[config.mk]
export PLATFORM = sky130hd
export DESIGN_NAME = fc_fetch_lane
export DESIGN_NICKNAME = d
export VERILOG_FILES = /design/src/hdl/fc_pkg.sv /design/src/hdl/fc_fetch_lane.sv
export VERILOG_INCLUDE_DIRS = /design/src /design/src/hdl
export SDC_FILE = /design/constraint.sdc
export NUM_CORES = 1
export LEC_CHECK = 0
export BUFFER_PORTS_ARGS = -buffer_cell sky130_fd_sc_hd__buf_4
export CELL_PAD_IN_SITES_DETAIL_PLACEMENT = 1
export CELL_PAD_IN_SITES_GLOBAL_PLACEMENT = 2
export CORE_AREA = 2 2 216 218
export CTS_CLUSTER_SIZE = 8
export DETAILED_ROUTE_END_ITERATION = 8
export DIE_AREA = 0 0 218 220
export GPL_TIMING_DRIVEN = 1
export PLACE_DENSITY_LB_ADDON = 0.1
export SLEW_MARGIN = 30
export SYNTH_ARGS = -nofsm -noshare
export SYNTH_HDL_FRONTEND = slang
export SYNTH_SLANG_ARGS = --single-unit
[constraint.sdc]
create_clock -name clk -period 7.1 [get_ports clk]
set_input_delay 1.42 -clock clk [delete_from_list [all_inputs] [get_ports clk]]
set_output_delay 1.42 -clock clk [all_outputs]
set_load 0.02 [all_outputs]
[src/hdl/fc_consts.svh]
// Build-time sizes only; the vector length must be a whole number of memory lines
`ifndef FC_CONSTS_SVH
`define FC_CONSTS_SVH

// ========================================================================
// Memory geometry
// ========================================================================
// Byte address width
`define FC_ADDR_W 19
// Bytes in one memory line
`define FC_LINE_BYTES 32
// Lines per data vector, also lines per weight row
`define FC_CHUNKS 4
// Whole vector in bytes
`define FC_VEC_BYTES (`FC_LINE_BYTES * `FC_CHUNKS)

// ========================================================================
// Arithmetic
// ========================================================================
`define FC_ROWS_W 8
`define FC_ACC_W 32
// Scaled ReLU shift, then clip to one byte
`define FC_LOG2_SCALE 8
`define FC_OUT_MAX 255

`endif

[src/hdl/fc_pkg.sv]
// Field widths follow fc_consts.svh; cfg must not change while the engine is busy
`default_nettype none

`include "fc_consts.svh"

package fc_pkg;

  // ========================================================================
  // Bytes, addresses and lines
  // ========================================================================
  // Pixel byte, unsigned
  typedef logic [7:0] fc_ubyte_t;
  // Weight byte, named so a select from a packed array stays signed
  typedef logic signed [7:0] fc_sbyte_t;
  typedef logic [`FC_ADDR_W-1:0] fc_addr_t;

  // One memory line, pix view for data and wgt view for weights
  typedef union packed {
    fc_ubyte_t [`FC_LINE_BYTES-1:0] pix;
    fc_sbyte_t [`FC_LINE_BYTES-1:0] wgt;
  } fc_line_u;

  // ========================================================================
  // Run settings and bus structs
  // ========================================================================
  typedef struct packed {
    fc_addr_t              addr_x;
    fc_addr_t              addr_w;
    fc_addr_t              addr_z;
    logic [`FC_ROWS_W-1:0] rows;
  } fc_cfg_t;

  // Full-line read, held until valid
  typedef struct packed {
    logic     req;
    fc_addr_t addr;
  } fc_rd_req_t;

  // Single-cycle answer with the line
  typedef struct packed {
    logic     valid;
    fc_line_u line;
  } fc_rd_rsp_t;

  // Single-byte write, held until ack
  typedef struct packed {
    logic      req;
    fc_addr_t  addr;
    fc_ubyte_t data;
  } fc_wr_req_t;

  // Line pair consumed, last on final chunk of a row
  typedef struct packed {
    logic take;
    logic last;
  } fc_take_t;

endpackage

`default_nettype wire

[src/hdl/fc_fetch_lane.sv]
// One read open at a time and a one-line buffer; base must hold while fetching
`timescale 1ns/1ns
`default_nettype none

`include "fc_consts.svh"

module fc_fetch_lane #(
  parameter bit row_wrap = 1'b0
) (
  input  logic               clk,
  input  logic               rst_n,
  input  fc_pkg::fc_addr_t   base,
  input  logic               start,
  input  logic               fetch_en,
  input  fc_pkg::fc_take_t   take,
  output fc_pkg::fc_rd_req_t req,
  input  fc_pkg::fc_rd_rsp_t rsp,
  output logic               line_valid,
  output fc_pkg::fc_line_u   line
);

  localparam fc_pkg::fc_addr_t line_step = fc_pkg::fc_addr_t'(`FC_LINE_BYTES);

  fc_pkg::fc_addr_t offset;
  logic             req_open;
  logic             full;
  fc_pkg::fc_line_u buf_line;

  // ========================================================================
  // Address offset
  // ========================================================================
  // Moves only on take, so addr stays put while req is open
  always_ff @(posedge clk or negedge rst_n)
  begin
    if (!rst_n)
      offset <= '0;
    else if (start)
      offset <= '0;
    else if (take.take)
    begin
      // Data lane restarts the vector each row
      if (row_wrap && take.last)
        offset <= '0;
      else
        offset <= offset + line_step;
    end
  end

  // ========================================================================
  // Request slot and line buffer
  // ========================================================================
  always_ff @(posedge clk or negedge rst_n)
  begin
    if (!rst_n)
    begin
      req_open <= 1'b0;
      full     <= 1'b0;
    end
    else
    begin
      // Drops in the cycle after valid
      if (rsp.valid)
        req_open <= 1'b0;
      else if (fetch_en && !full && !req_open)
        req_open <= 1'b1;
      if (rsp.valid)
        full <= 1'b1;
      else if (take.take)
        full <= 1'b0;
    end
  end

  always_ff @(posedge clk)
  begin
    if (rsp.valid)
      buf_line <= rsp.line;
  end

  always_comb
  begin
    req.req  = req_open;
    req.addr = base + offset;
  end

  assign line_valid = full;
  assign line       = buf_line;

endmodule

`default_nettype wire

# Word-level counts from Yosys, hierarchy flattened
# Index checks and enable logic that the tools add are counted.
# W data, S select, Z words.
[classes] add_sub_neg=2 reduce_logical=7 muxes=6
[ops] operator="$mux W19" n=2
[ops] operator="$add A19 B19 Y19" n=1
[ops] operator="$add A19 B6 Y19 const B" n=1
[ops] operator="$reduce_bool A2 Y1" n=3
[ops] operator="$mux W1" n=4
[ops] operator="$logic_and A1 B1 Y1" n=2
[ops] operator="$logic_not A1 Y1" n=2
[totals] inputBits=282 reg_bits=277

# Logic depth before layout (Yosys ltp)
[depth] ltp_word=5 ltp_mapped=6 depth_no_buf=6

# Worst setup path before layout
# OpenSTA, ideal clock, no wires.
[synth_timing] path_type="input port to output port" from="input base[12]" to="output req[17] (netlist bit)" path_buffers=0 t_arrival_ns=3.017 slack_ns=2.663 stages=6 cell_sequence="ha_1 a21oi_2 o21ai_1 a221o_1 or4_1 nand3_1"
[synth_lines] element="from (decl)" line="fc_fetch_lane.sv:12" source="input fc_pkg::fc_addr_t base,"
[synth_lines] element="to (decl)" line="fc_fetch_lane.sv:16" source="output fc_pkg::fc_rd_req_t req,"

==> impl_metrics.py <==
metrics = {
    "status": {
        "status": "finished clean",
    },
    "clock_network": {
        "cts.sinks": 272,
        "clk_pin_slew_ps": 50,
        "cts_resized": 0,
        "cts.root.buffer_cell": "clkbuf_16",
        "cts_max_level": 2,
        "insertion_delay_ps": 560,
        "holdBufCountCts": 0,
        "cts_tree": "yes",
        "clockBufferDepth": 3,
        "cts_buffers": 40,
        "cts_setup_buffers": 0,
    },
    "sta": {
        "hold_violations": 0,
        "clock_skew_ps": 24.19,
        "fin_crit_sh_pct": 66.68,
        "maxSlewViolCount": 0,
        "setup_viol_count_final": 0,
        "fin_ws_ps": 2366,
        "worstMarginPinSlew_ps": 733.7,
        "rsz0062_at_grt": "false",
        "final.min_clock_period_ps": 4734,
        "setup_tns_ps": 0,
        "max_clock_freq_ghz": 0.2112,
        "max_slew_margin_pct": 51.09,
    },
    "setup_path": {
        "cp-startpoint": "base[12]",
        "cp_top_family": "compound AO/OA/AOI/OAI gates",
        "cp-end-kind": "output port",
        "path_cells": "buf_4 -> ha_1 -> a21oi_2 -> o21ai_1 -> a221o_1 -> or4_1 -> nand3_1 -> buf_4",
        "worstReg2RegStart": "offset[5]$_DFFE_PN0N_",
        "cp_slowest_stage_delay_ps": 480,
        "crit_top_cell": "buf_4",
        "critPathMaxFanout": 6,
        "cp.required_ps": 5680,
        "crit_type": "primary input to output port",
        "crit_buf_inv": 2,
        "crit_path_start_kind": "primary input",
        "crit_slowest_cell": "or4_1",
        "arrival_ps": 3310,
    },
    "global_routing": {
        "grt_max_degree": 110,
        "grt-ovfl-total": 0,
        "grt_pass1_wl_um": 48600,
        "antenna_found_initial": 3,
        "globalRouteTotalUtil_pct": 14.84,
        "grt_pass1_vias": 6013,
    },
    "logic_synthesis": {
        "synth_area_leaders": "edfxtp_1 85%, dfrtp_1 4.5%, ha_1 1.9%",
        "yosys.cell_count.top_type": "edfxtp_1",
        "synthTopCellsByCount": "256 x edfxtp_1, 19 x nor2_1, 16 x dfrtp_1, 14 x ha_1, 13 x a21oi_1",
        "synth_top_area_cell": "edfxtp_1",
        "yosys.area.top_type_share_pct": 85.46,
        "syn_nets": 707,
        "ys_async_sr_fraction_pct": 5.882,
        "yosysUniqueCellTypes": 36,
        "synth_seq_cells": 272,
        "synth_edf_count": 256,
        "synth-main-ff-cell": "edfxtp_1",
        "avgSynthCellArea_um2": 21.89,
        "syn_inst": 411,
        "yosysSeqAreaShare_pct": 89.92,
        "yosys_warnings": 0,
        "netlist_area_mm2": 0.008995,
    },
    "route": {
        "drt_drc_violations_left": 0,
        "routedWlPerCell_um": 23.33,
        "vias": 6053,
        "via_per_inst": 3.750,
        "drt_iter0_drc": 277,
        "postRouteAntennaNets": 0,
        "postRouteWirelength_um": 37660,
        "first_pass_iters": 4,
    },
    "die": {
        "core-area_mm2": 0.04586,
        "boundaryPins": 559,
        "rows": 79,
        "chipWidth_um": 218,
        "dieHeight_um": 220,
        "floorplan.initialDensity_pct": 19.61,
        "die-area_mm2": 0.04796,
    },
    "final_layout": {
        "register_area_mm2": 0.008088,
        "layout-drive-gt1-share_pct": 59.20,
        "nFillCells": 4883,
        "final_cells": 1614,
        "syn2layout_area_growth_pct": 66.46,
        "fin_nets": 1289,
        "multiInputGateArea_um2": 834.6,
    },
    "power_and_ir_drop": {
        "ir_drop_mv": 0.1312,
        "leakagePower_nw": 6.294,
        "power.density_mw_per_mm2": 282.5,
    },
    "flow_run": {
        "cap_violations": 0,
    },
    "worst_hold_path": {
        "min_from": "req_open$_DFFE_PN0P_",
        "worst_hold_path_type": "flip-flop to flip-flop",
    },
    "placement": {
        "gp_congestion": 0.7585,
        "dp_slack_ps": 2373,
        "io_buffers": 547,
        "post-place-cells": 1558,
        "dp_hpwl_um": 29790,
    },
}
## worst reg2reg max path, delay by kind of cell (launching register included)
family                   cells  cell delay, ps
AO/OA/AOI/OAI                1             300
XOR/XNOR                     1             160
adder cells (fa/ha/maj)      1             210
flip-flops                   1             430
AND/OR/NAND/NOR              3             620
## cells by family after synthesis
group / Yosys count / share of synthesized area, %
compound gates: 37 / 2.643
xor+xnor: 19 / 1.850
fa+ha+maj: 14 / 1.947
buf+inv: 16 / 0.8068
flops: 272 / 89.92
mux: 1 / 0.1113
simple gates: 52 / 2.727
## cell type report
type	instances	share of cell area, %
well taps	607	5.072
repair buffers	549	27.68
clock inverters	4	0.3677
multi-input cells	123	5.574
diodes	2	0.03343
flip-flops and latches	272	54.02
inverters	7	0.1755
clock buffers	50	7.078
## final timing paths
check | to | slack [ps] | depth (start not counted)
setup reg to reg | offset[17]$_DFFE_PN0N_ | 5270 | 6
max in group asynchronous | line_valid$_DFFE_PN0P_ | 6140 | 1
hold reg to reg | req_open$_DFFE_PN0P_ | 500 | 2
min in group asynchronous | offset[18]$_DFFE_PN0N_ | 720 | 1
hold / removal | req_open$_DFFE_PN0P_ | 500 | 2
setup / recovery | req[17] | 2370 | 8
## layout by cell type, fill, tap and decap left out, types with 2 or more instances in the layout
cell       count
buf_4        546
edfxtp_1     256
clkbuf_16     41
nor2_1        19
dfrtp_1       16
ha_1          14
a21oi_1       13
xor2_1        12
nand2_1       11
clkbuf_1       9
o21ai_0        8
xnor2_1        7
inv_1          7
nand4_1        6
nor3_1         4
or3_1          4
o21bai_1       3
diode_2        2
a21o_1         2
and3_1         2
nand3_1        2
## per-layer routing
layer	GRT usage, %	vias up	routed length (um)
met5	0	-	13
met2	26.97	280	20000
met4	4.036	2	661
met1	15.16	2959	12970
met3	7.026	43	4012
li1	-	2769	-
## state kept, by name (all words and copies together) (netlist names)
name	flops
line	256
offset	14
line_valid	1
req_open	1
## report_power, final
| group | internal [mW] | switching (mW) | leakage, nW | total (mW) |
|---|---|---|---|---|
| registers | 1.89 | 0.0332 | 2.72 | 1.93 |
| clock network | 1.04 | 0.700 | 0.540 | 1.74 |
| logic | 0.253 | 0.312 | 3.03 | 0.565 |
| total | 3.19 | 1.05 | 6.29 | 4.23 |
## per-stage QoR
stage | hold WS (ps) | cell area, um2 | utilization [%] | power (mW)
global route | 535.8 | 14970 | 32.64 | 4.414
floorplan | 463.7 | 8995 | - | 2.148
finish | 497.8 | 14970 | 32.65 | 4.230
global placement | 483.2 | 13850 | 30.20 | 2.531
detailed placement | 494.2 | 13850 | 30.20 | 2.534
CTS | 504.7 | 14960 | 32.63 | 4.334
Note: power is estimated with default switching activity, not from simulation.
