===== config.mk =====
export PLATFORM = sky130hd
export DESIGN_NAME = fc_ctrl
export DESIGN_NICKNAME = d
export VERILOG_FILES = /design/src/hdl/fc_pkg.sv /design/src/hdl/fc_ctrl.sv
export VERILOG_INCLUDE_DIRS = /design/src /design/src/hdl
export SDC_FILE = /design/constraint.sdc
export NUM_CORES = 1
export LEC_CHECK = 0
export BUFFER_PORTS_ARGS = -buffer_cell sky130_fd_sc_hd__buf_2
export CAP_MARGIN = 10
export CORE_MARGIN = 3
export CORE_UTILIZATION = 30
export CTS_BUF_LIST = sky130_fd_sc_hd__clkbuf_4 sky130_fd_sc_hd__clkbuf_8
export DETAILED_ROUTE_END_ITERATION = 6
export HOLD_SLACK_MARGIN = 0.1
export PLACE_DENSITY_LB_ADDON = 0.25
export REMOVE_ABC_BUFFERS = 1
export SLEW_MARGIN = 20
export SYNTH_ARGS = -nofsm -noshare
export SYNTH_HDL_FRONTEND = slang
export SYNTH_SLANG_ARGS = --single-unit
export TNS_END_PERCENT = 50

===== constraint.sdc =====
create_clock -name clk -period 2.8 [get_ports clk]
set_input_delay 0.42 -clock clk [delete_from_list [all_inputs] [get_ports clk]]
set_output_delay 0.42 -clock clk [all_outputs]
set_load 0.005 [all_outputs]

===== src/hdl/fc_consts.svh =====
// Build-time sizes only; the vector length must be a whole number of memory lines
`ifndef FC_CONSTS_SVH
`define FC_CONSTS_SVH

// ========================================================================
// Memory geometry
// ========================================================================
// Byte address width
`define FC_ADDR_W 19
// Bytes in one memory line
`define FC_LINE_BYTES 32
// Lines per data vector, also lines per weight row
`define FC_CHUNKS 4
// Whole vector in bytes
`define FC_VEC_BYTES (`FC_LINE_BYTES * `FC_CHUNKS)

// ========================================================================
// Arithmetic
// ========================================================================
`define FC_ROWS_W 8
`define FC_ACC_W 32
// Scaled ReLU shift, then clip to one byte
`define FC_LOG2_SCALE 8
`define FC_OUT_MAX 255

`endif


===== src/hdl/fc_pkg.sv =====
// Field widths follow fc_consts.svh; cfg must not change while the engine is busy
`default_nettype none

`include "fc_consts.svh"

package fc_pkg;

  // ========================================================================
  // Bytes, addresses and lines
  // ========================================================================
  // Pixel byte, unsigned
  typedef logic [7:0] fc_ubyte_t;
  // Weight byte, named so a select from a packed array stays signed
  typedef logic signed [7:0] fc_sbyte_t;
  typedef logic [`FC_ADDR_W-1:0] fc_addr_t;

  // One memory line, pix view for data and wgt view for weights
  typedef union packed {
    fc_ubyte_t [`FC_LINE_BYTES-1:0] pix;
    fc_sbyte_t [`FC_LINE_BYTES-1:0] wgt;
  } fc_line_u;

  // ========================================================================
  // Run settings and bus structs
  // ========================================================================
  typedef struct packed {
    fc_addr_t              addr_x;
    fc_addr_t              addr_w;
    fc_addr_t              addr_z;
    logic [`FC_ROWS_W-1:0] rows;
  } fc_cfg_t;

  // Full-line read, held until valid
  typedef struct packed {
    logic     req;
    fc_addr_t addr;
  } fc_rd_req_t;

  // Single-cycle answer with the line
  typedef struct packed {
    logic     valid;
    fc_line_u line;
  } fc_rd_rsp_t;

  // Single-byte write, held until ack
  typedef struct packed {
    logic      req;
    fc_addr_t  addr;
    fc_ubyte_t data;
  } fc_wr_req_t;

  // Line pair consumed, last on final chunk of a row
  typedef struct packed {
    logic take;
    logic last;
  } fc_take_t;

endpackage

`default_nettype wire


===== src/hdl/fc_ctrl.sv =====
// Row count of zero is not supported; go is ignored while a run is open
`timescale 1ns/1ns
`default_nettype none

`include "fc_consts.svh"

module fc_ctrl (
  input  logic                  clk,
  input  logic                  rst_n,
  input  logic                  go,
  input  logic [`FC_ROWS_W-1:0] rows,
  input  fc_pkg::fc_take_t      take,
  input  logic                  row_done,
  output logic                  start,
  output logic                  fetch_en,
  output logic                  busy,
  output logic                  done
);

  typedef enum logic {st_idle, st_run} state_t;

  state_t                state;
  // Rows whose final chunk was taken
  logic [`FC_ROWS_W-1:0] rows_fetched;
  // Rows whose byte was acknowledged
  logic [`FC_ROWS_W-1:0] rows_written;
  logic                  last_fetch;
  logic                  last_write;

  // Final chunk of final row, stop reading after this
  assign last_fetch = take.take && take.last && (rows_fetched == rows - 1'b1);
  assign last_write = row_done && (rows_written == rows - 1'b1);
  assign busy       = (state == st_run);

  // ========================================================================
  // Idle/run FSM
  // ========================================================================
  always_ff @(posedge clk or negedge rst_n)
  begin
    if (!rst_n)
    begin
      state        <= st_idle;
      start        <= 1'b0;
      fetch_en     <= 1'b0;
      done         <= 1'b0;
      rows_fetched <= '0;
      rows_written <= '0;
    end
    else
    begin
      // Pulses by default
      start <= 1'b0;
      done  <= 1'b0;
      case (state)
        st_idle:
        begin
          if (go)
          begin
            state        <= st_run;
            start        <= 1'b1;
            fetch_en     <= 1'b1;
            rows_fetched <= '0;
            rows_written <= '0;
          end
        end
        st_run:
        begin
          if (take.take && take.last)
            rows_fetched <= rows_fetched + 1'b1;
          if (last_fetch)
            fetch_en <= 1'b0;
          if (row_done)
            rows_written <= rows_written + 1'b1;
          // Done on the edge after the last ack
          if (last_write)
          begin
            state <= st_idle;
            done  <= 1'b1;
          end
        end
        default:
          state <= st_idle;
      endcase
    end
  end

endmodule

`default_nettype wire


Yosys cells after proc, flatten, opt, wreduce, memory -nomap -nowiden:

Cells that the tools add are included.

* register bits after elaboration: 20
* latch bits: 0
* memory bits (writable): 0
* memory bits (read-only): 0
* input bits: 14
* output and inout port bits: 4
* logic and storage cells: 36
* memories kept: 0

* add/sub/neg operators: 3
* $mul: 0
* div/mod/pow operators: 0
* $lt $le $gt $ge: 0
* equal/unequal tests: 6
* shifts and indexed selects: 0
* mux-type cells: 14
* bitwise gates (word level): 1
* reduce and logical (&&, ||, !) cells: 6

Operators by type and width (number)
* 8-bit case mux with 2 select lines: 2
* 8-bit 2-to-1 mux: 3
* 8-bit by 1-bit adder with 8-bit output, second input constant: 2
* 8-bit equality test: 2
* 8-bit by 1-bit subtractor with 8-bit output, second input constant: 1
* 1-bit 2-to-1 mux: 7
* 2-bit AND reduction: 3
* 2-bit by 1-bit inequality test with 1-bit output, second input constant: 2
* 2-bit inequality test, second input constant: 2
* 1-bit case mux with 2 select lines: 2
* 1-bit logical AND: 3
* 1-bit inverter: 1

Depth between registers and ports, before layout:

* depth after elaboration: 5
* depth in mapped cells: 7
* depth with buffers taken out: 7

Least setup slack after synthesis:

OpenSTA, ideal clock, no wires.

* path kind: in2reg
* from: input port rows[1]
* to: register state, in the netlist busy
* library setup time: 0.126 ns
* arrival: 1.784 ns
* data required time: 2.674 ns
* setup slack: 0.890 ns
* stages on the path: 6
* buffers on the path: 1
* cells stage by stage: or3_1 -> buf_6 -> nor4b_4 -> xnor2_1 -> o2111ai_2 -> o32a_1

* longest elaborated chain between the ends: 5

Ends and longest elaborated chain
* start: declaration: RTL line fc_ctrl.sv:11 `` input logic [`FC_ROWS_W-1:0] rows, ``
* 8-bit by 1-bit subtractor with 8-bit output: RTL line fc_ctrl.sv:32 `assign last_write = row_done && (rows_written == rows - 1'b1);`
* 8-bit equality test: RTL line fc_ctrl.sv:32
* 1-bit logical AND: RTL line fc_ctrl.sv:32
* 1-bit 2-to-1 mux: RTL line fc_ctrl.sv:75 `if (last_write)`
* 1-bit case mux with 2 select lines: RTL line fc_ctrl.sv:54 `case (state)`
* end signal: assignment: RTL line fc_ctrl.sv:59 `state <= st_run;`
* end signal: assignment: RTL line fc_ctrl.sv:77 `state <= st_idle;`
* end signal: assignment: RTL line fc_ctrl.sv:82 `state <= st_idle;`
* end: declaration: RTL line fc_ctrl.sv:22 `state_t state;`

No other way between the ends.
A chain may end at the register's enable or synchronous reset.

Final worst setup path:

* from: input port rows[0]
* to: register state, in the netlist busy

The elaborated chain is that of the path after synthesis.

==> results_dict.tcl <==
set metrics [dict create \
    syn-cell-area_mm2 0.00136 \
    grt_max_degree 21 \
    end_kind "register" \
    num_io_pins 18 \
    grt_pass1_vias 1130 \
    cap_violations 0 \
    cp_slowest_cell "or3_1" \
    drv_slew 0 \
    layout_worst_path_cycle_share_pct 69.0 \
    n_antenna_cell 0 \
    grt_pass1_wl_um 5390 \
    dp_hpwl_um 2430 \
    rrSetupSlack_ps 1190 \
    port_buffers 17 \
    cts_buffers 3 \
    hold_viol 0 \
    fin_crit_ps 1930 \
    cts_tree "built" \
    nNetsFinal 182 \
    final_common_cell "dfrtp_1" \
    drc 0 \
    post_cts.resized_instances 0 \
    die_w_um 73.4 \
    drive_gt1_share_pct 14.7 \
    p_leak_uw 0.000709 \
    setup_viol 0 \
    post_cts_buffers 0 \
    clock.fmax_mhz 518 \
    max-vdd-ir-drop_mv 0.191 \
    internal-power_uw 544 \
    p_per_area_mw_per_mm2 536 \
    wl_met2_um 1380 \
    synthDistinctLibCells 35 \
    yosysSeqAreaShare_pct 36.8 \
    yosysWarnings 0 \
    rows 23 \
    rsz0062_at_grt "false" \
    slew_headroom_pct 70.0 \
    finalSetupTns_ps 0 \
    topRoutingLayerUsed "met4" \
    drt-initial-drc-count 56 \
    vias 1152 \
    r2r-end "busy$_DFF_PN0_" \
    ys_seq_elements 20 \
    start_kind "input port" \
    worstHoldPathType "in -> async" \
    route.met3.wl_um 154 \
    crit_type "in -> reg" \
    r2r_start "rows_written[1]$_DFFE_PN0P_" \
    power_uw 816 \
    power.switching_uw 272 \
    share_comb_of_total_power_pct 27.1 \
    groute.usage.overall_pct 12.7 \
    mostFrequentLayoutCells "dfrtp_1 (20), o21ai_0 (17), buf_2 (17), nor2_1 (15), nand2_1 (13)" \
    path_clk_slew_ps 70 \
    outcome "finished clean" \
    swShare_pct 33.3 \
    via_per_inst 5.41 \
    crit_family "simple AND/OR/NAND/NOR gates" \
    required_ps 2930 \
    antenna_found_initial 0 \
    clock-sinks 20 \
    areaGrowthSynthToFinish_pct 11.9 \
    routed_wl_um 3040 \
    ctsHoldBuffers 0 \
    met1Wirelength_um 1460 \
    htreeDepth 1 \
    finClkSkew_ps 1.67 \
    root_buffer "clkbuf_8" \
    floorplan.initialDensity_pct 32.6 \
    gp_congestion 0.792 \
    cp_max_fo 7 \
    worstPathCellList "buf_2, or3_1, nor3_1, xnor3_1, o2111ai_2, o32a_1" \
    firstDrtPassIters 4 \
    r2r_cells 5 \
    slowest_delay_ps 490 \
    cp_num_buf_inv 1 \
    wl_per_cell_um 14.2 \
    die_h_um 73.4 \
    startpoint "rows[0]" \
    tightest_slew_ps 450 \
    die_area_mm2 0.00538 \
    clock_latency_ps 250 \
    seqPwrFrac_pct 50.7 \
    fillers 416 \
    max-clock-path-buffers 2 \
    clkPwrFrac_pct 22.2 \
    syn-mean-instance-area_um2 9.26 \
    core_area_mm2 0.00417 \
    ant_nets 0 \
    synthCells 147 \
    crit_arrival_ps 2070 \
    grt_overflow_total 0 \
]
==> flip-flops by register name, indices dropped and copies added, names as in the netlist <==
signal and cells:
busy 1, rows_written 8, done 1, start 1, rows_fetched 8, fetch_en 1
==> logic make-up (layout without fill, tap and decap cells) <==
family | Yosys count | in the layout | synth area share (%)
flops | 20 | 20 | 36.8
compound gates | 33 | 33 | 15.8
buf+inv | 9 | 25 | 3.31
mux | 1 | 1 | 0.735
xor+xnor | 17 | 17 | 16.1
fa+ha+maj | 3 | 3 | 2.76
simple gates | 64 | 64 | 24.5
==> how the worst max path moves through the flow <==
stage,cells after the start,slack [ps],end
after floorplan,5,890,busy$_DFF_PN0_
final,6,870,busy$_DFF_PN0_
after global routing,6,790,busy$_DFF_PN0_
after CTS,6,890,busy$_DFF_PN0_
after global placement,6,700,busy$_DFF_PN0_
after detailed placement,6,620,busy$_DFF_PN0_
==> cell type report <==
| class | instances | area (um^2) | area share (%) |
|---|---|---|---|
| well taps | 50 | 62.6 | 4.11 |
| multi-input cells | 118 | 816 | 53.5 |
| repair buffers | 17 | 85.1 | 5.58 |
| clock buffers | 3 | 41.3 | 2.71 |
| inverters | 5 | 18.8 | 1.23 |
| flip-flops and latches | 20 | 500 | 32.8 |
==> metal layers <==
metal  up-vias  GRT usage, %
met3         2          1.37
met1       551          18.5
met4         0          5.03
met5         -             0
li1        567             -
met2        32          19.3
==> per-stage QoR <==
stage	instance area, um^2	hold WS (ps)	util (%)	instances	setup WS (ps)
6_report	1520	108	36.5	213	869
5_1_grt	1520	146	36.5	213	786
4_1_cts	1520	122	36.5	213	893
3_5_place_dp	1480	401	35.5	210	616
3_3_place_gp	1480	401	35.5	210	701
2_1_floorplan	1340	124	-	143	888
==> cells in the mapped netlist (all sizes together) <==
master | count | area, um^2
o21a | 1 | 7.51
nor2 | 15 | 56.3
and2 | 1 | 6.26
or3 | 1 | 6.26
a31o | 1 | 8.76
xnor3 | 5 | 114
or3b | 1 | 8.76
nand2 | 13 | 48.8
o2111ai | 2 | 23.8
xor2 | 4 | 35.0
a21oi | 3 | 15.0
clkbuf | 2 | 7.51
inv | 5 | 18.8
o211a | 1 | 10.0
a31oi | 3 | 18.8
ha | 3 | 37.5
nor3b | 1 | 7.51
o21ai | 17 | 85.1
nor4b | 1 | 23.8
nand2b | 6 | 37.5
and3 | 6 | 37.5
xnor2 | 8 | 70.1
o221ai | 1 | 8.76
o32a | 2 | 20.0
a311oi | 1 | 8.76
nand4 | 5 | 31.3
a22o | 1 | 8.76
buf | 2 | 18.8
nor3 | 4 | 20.0
dfrtp | 20 | 500
nand3 | 10 | 50.1
mux2i | 1 | 10.0
==> power by group through the flow <==
stage / clock network, uW / logic, uW / registers, uW
after CTS: 194 / 223 / 413
after detailed placement: 0 / 221 / 419
final: 181 / 221 / 413
after floorplan: 0 / 165 / 397
after global routing: 208 / 255 / 425
after global placement: 0 / 218 / 417
No activity file was read; power rests on OpenSTA's default activity.
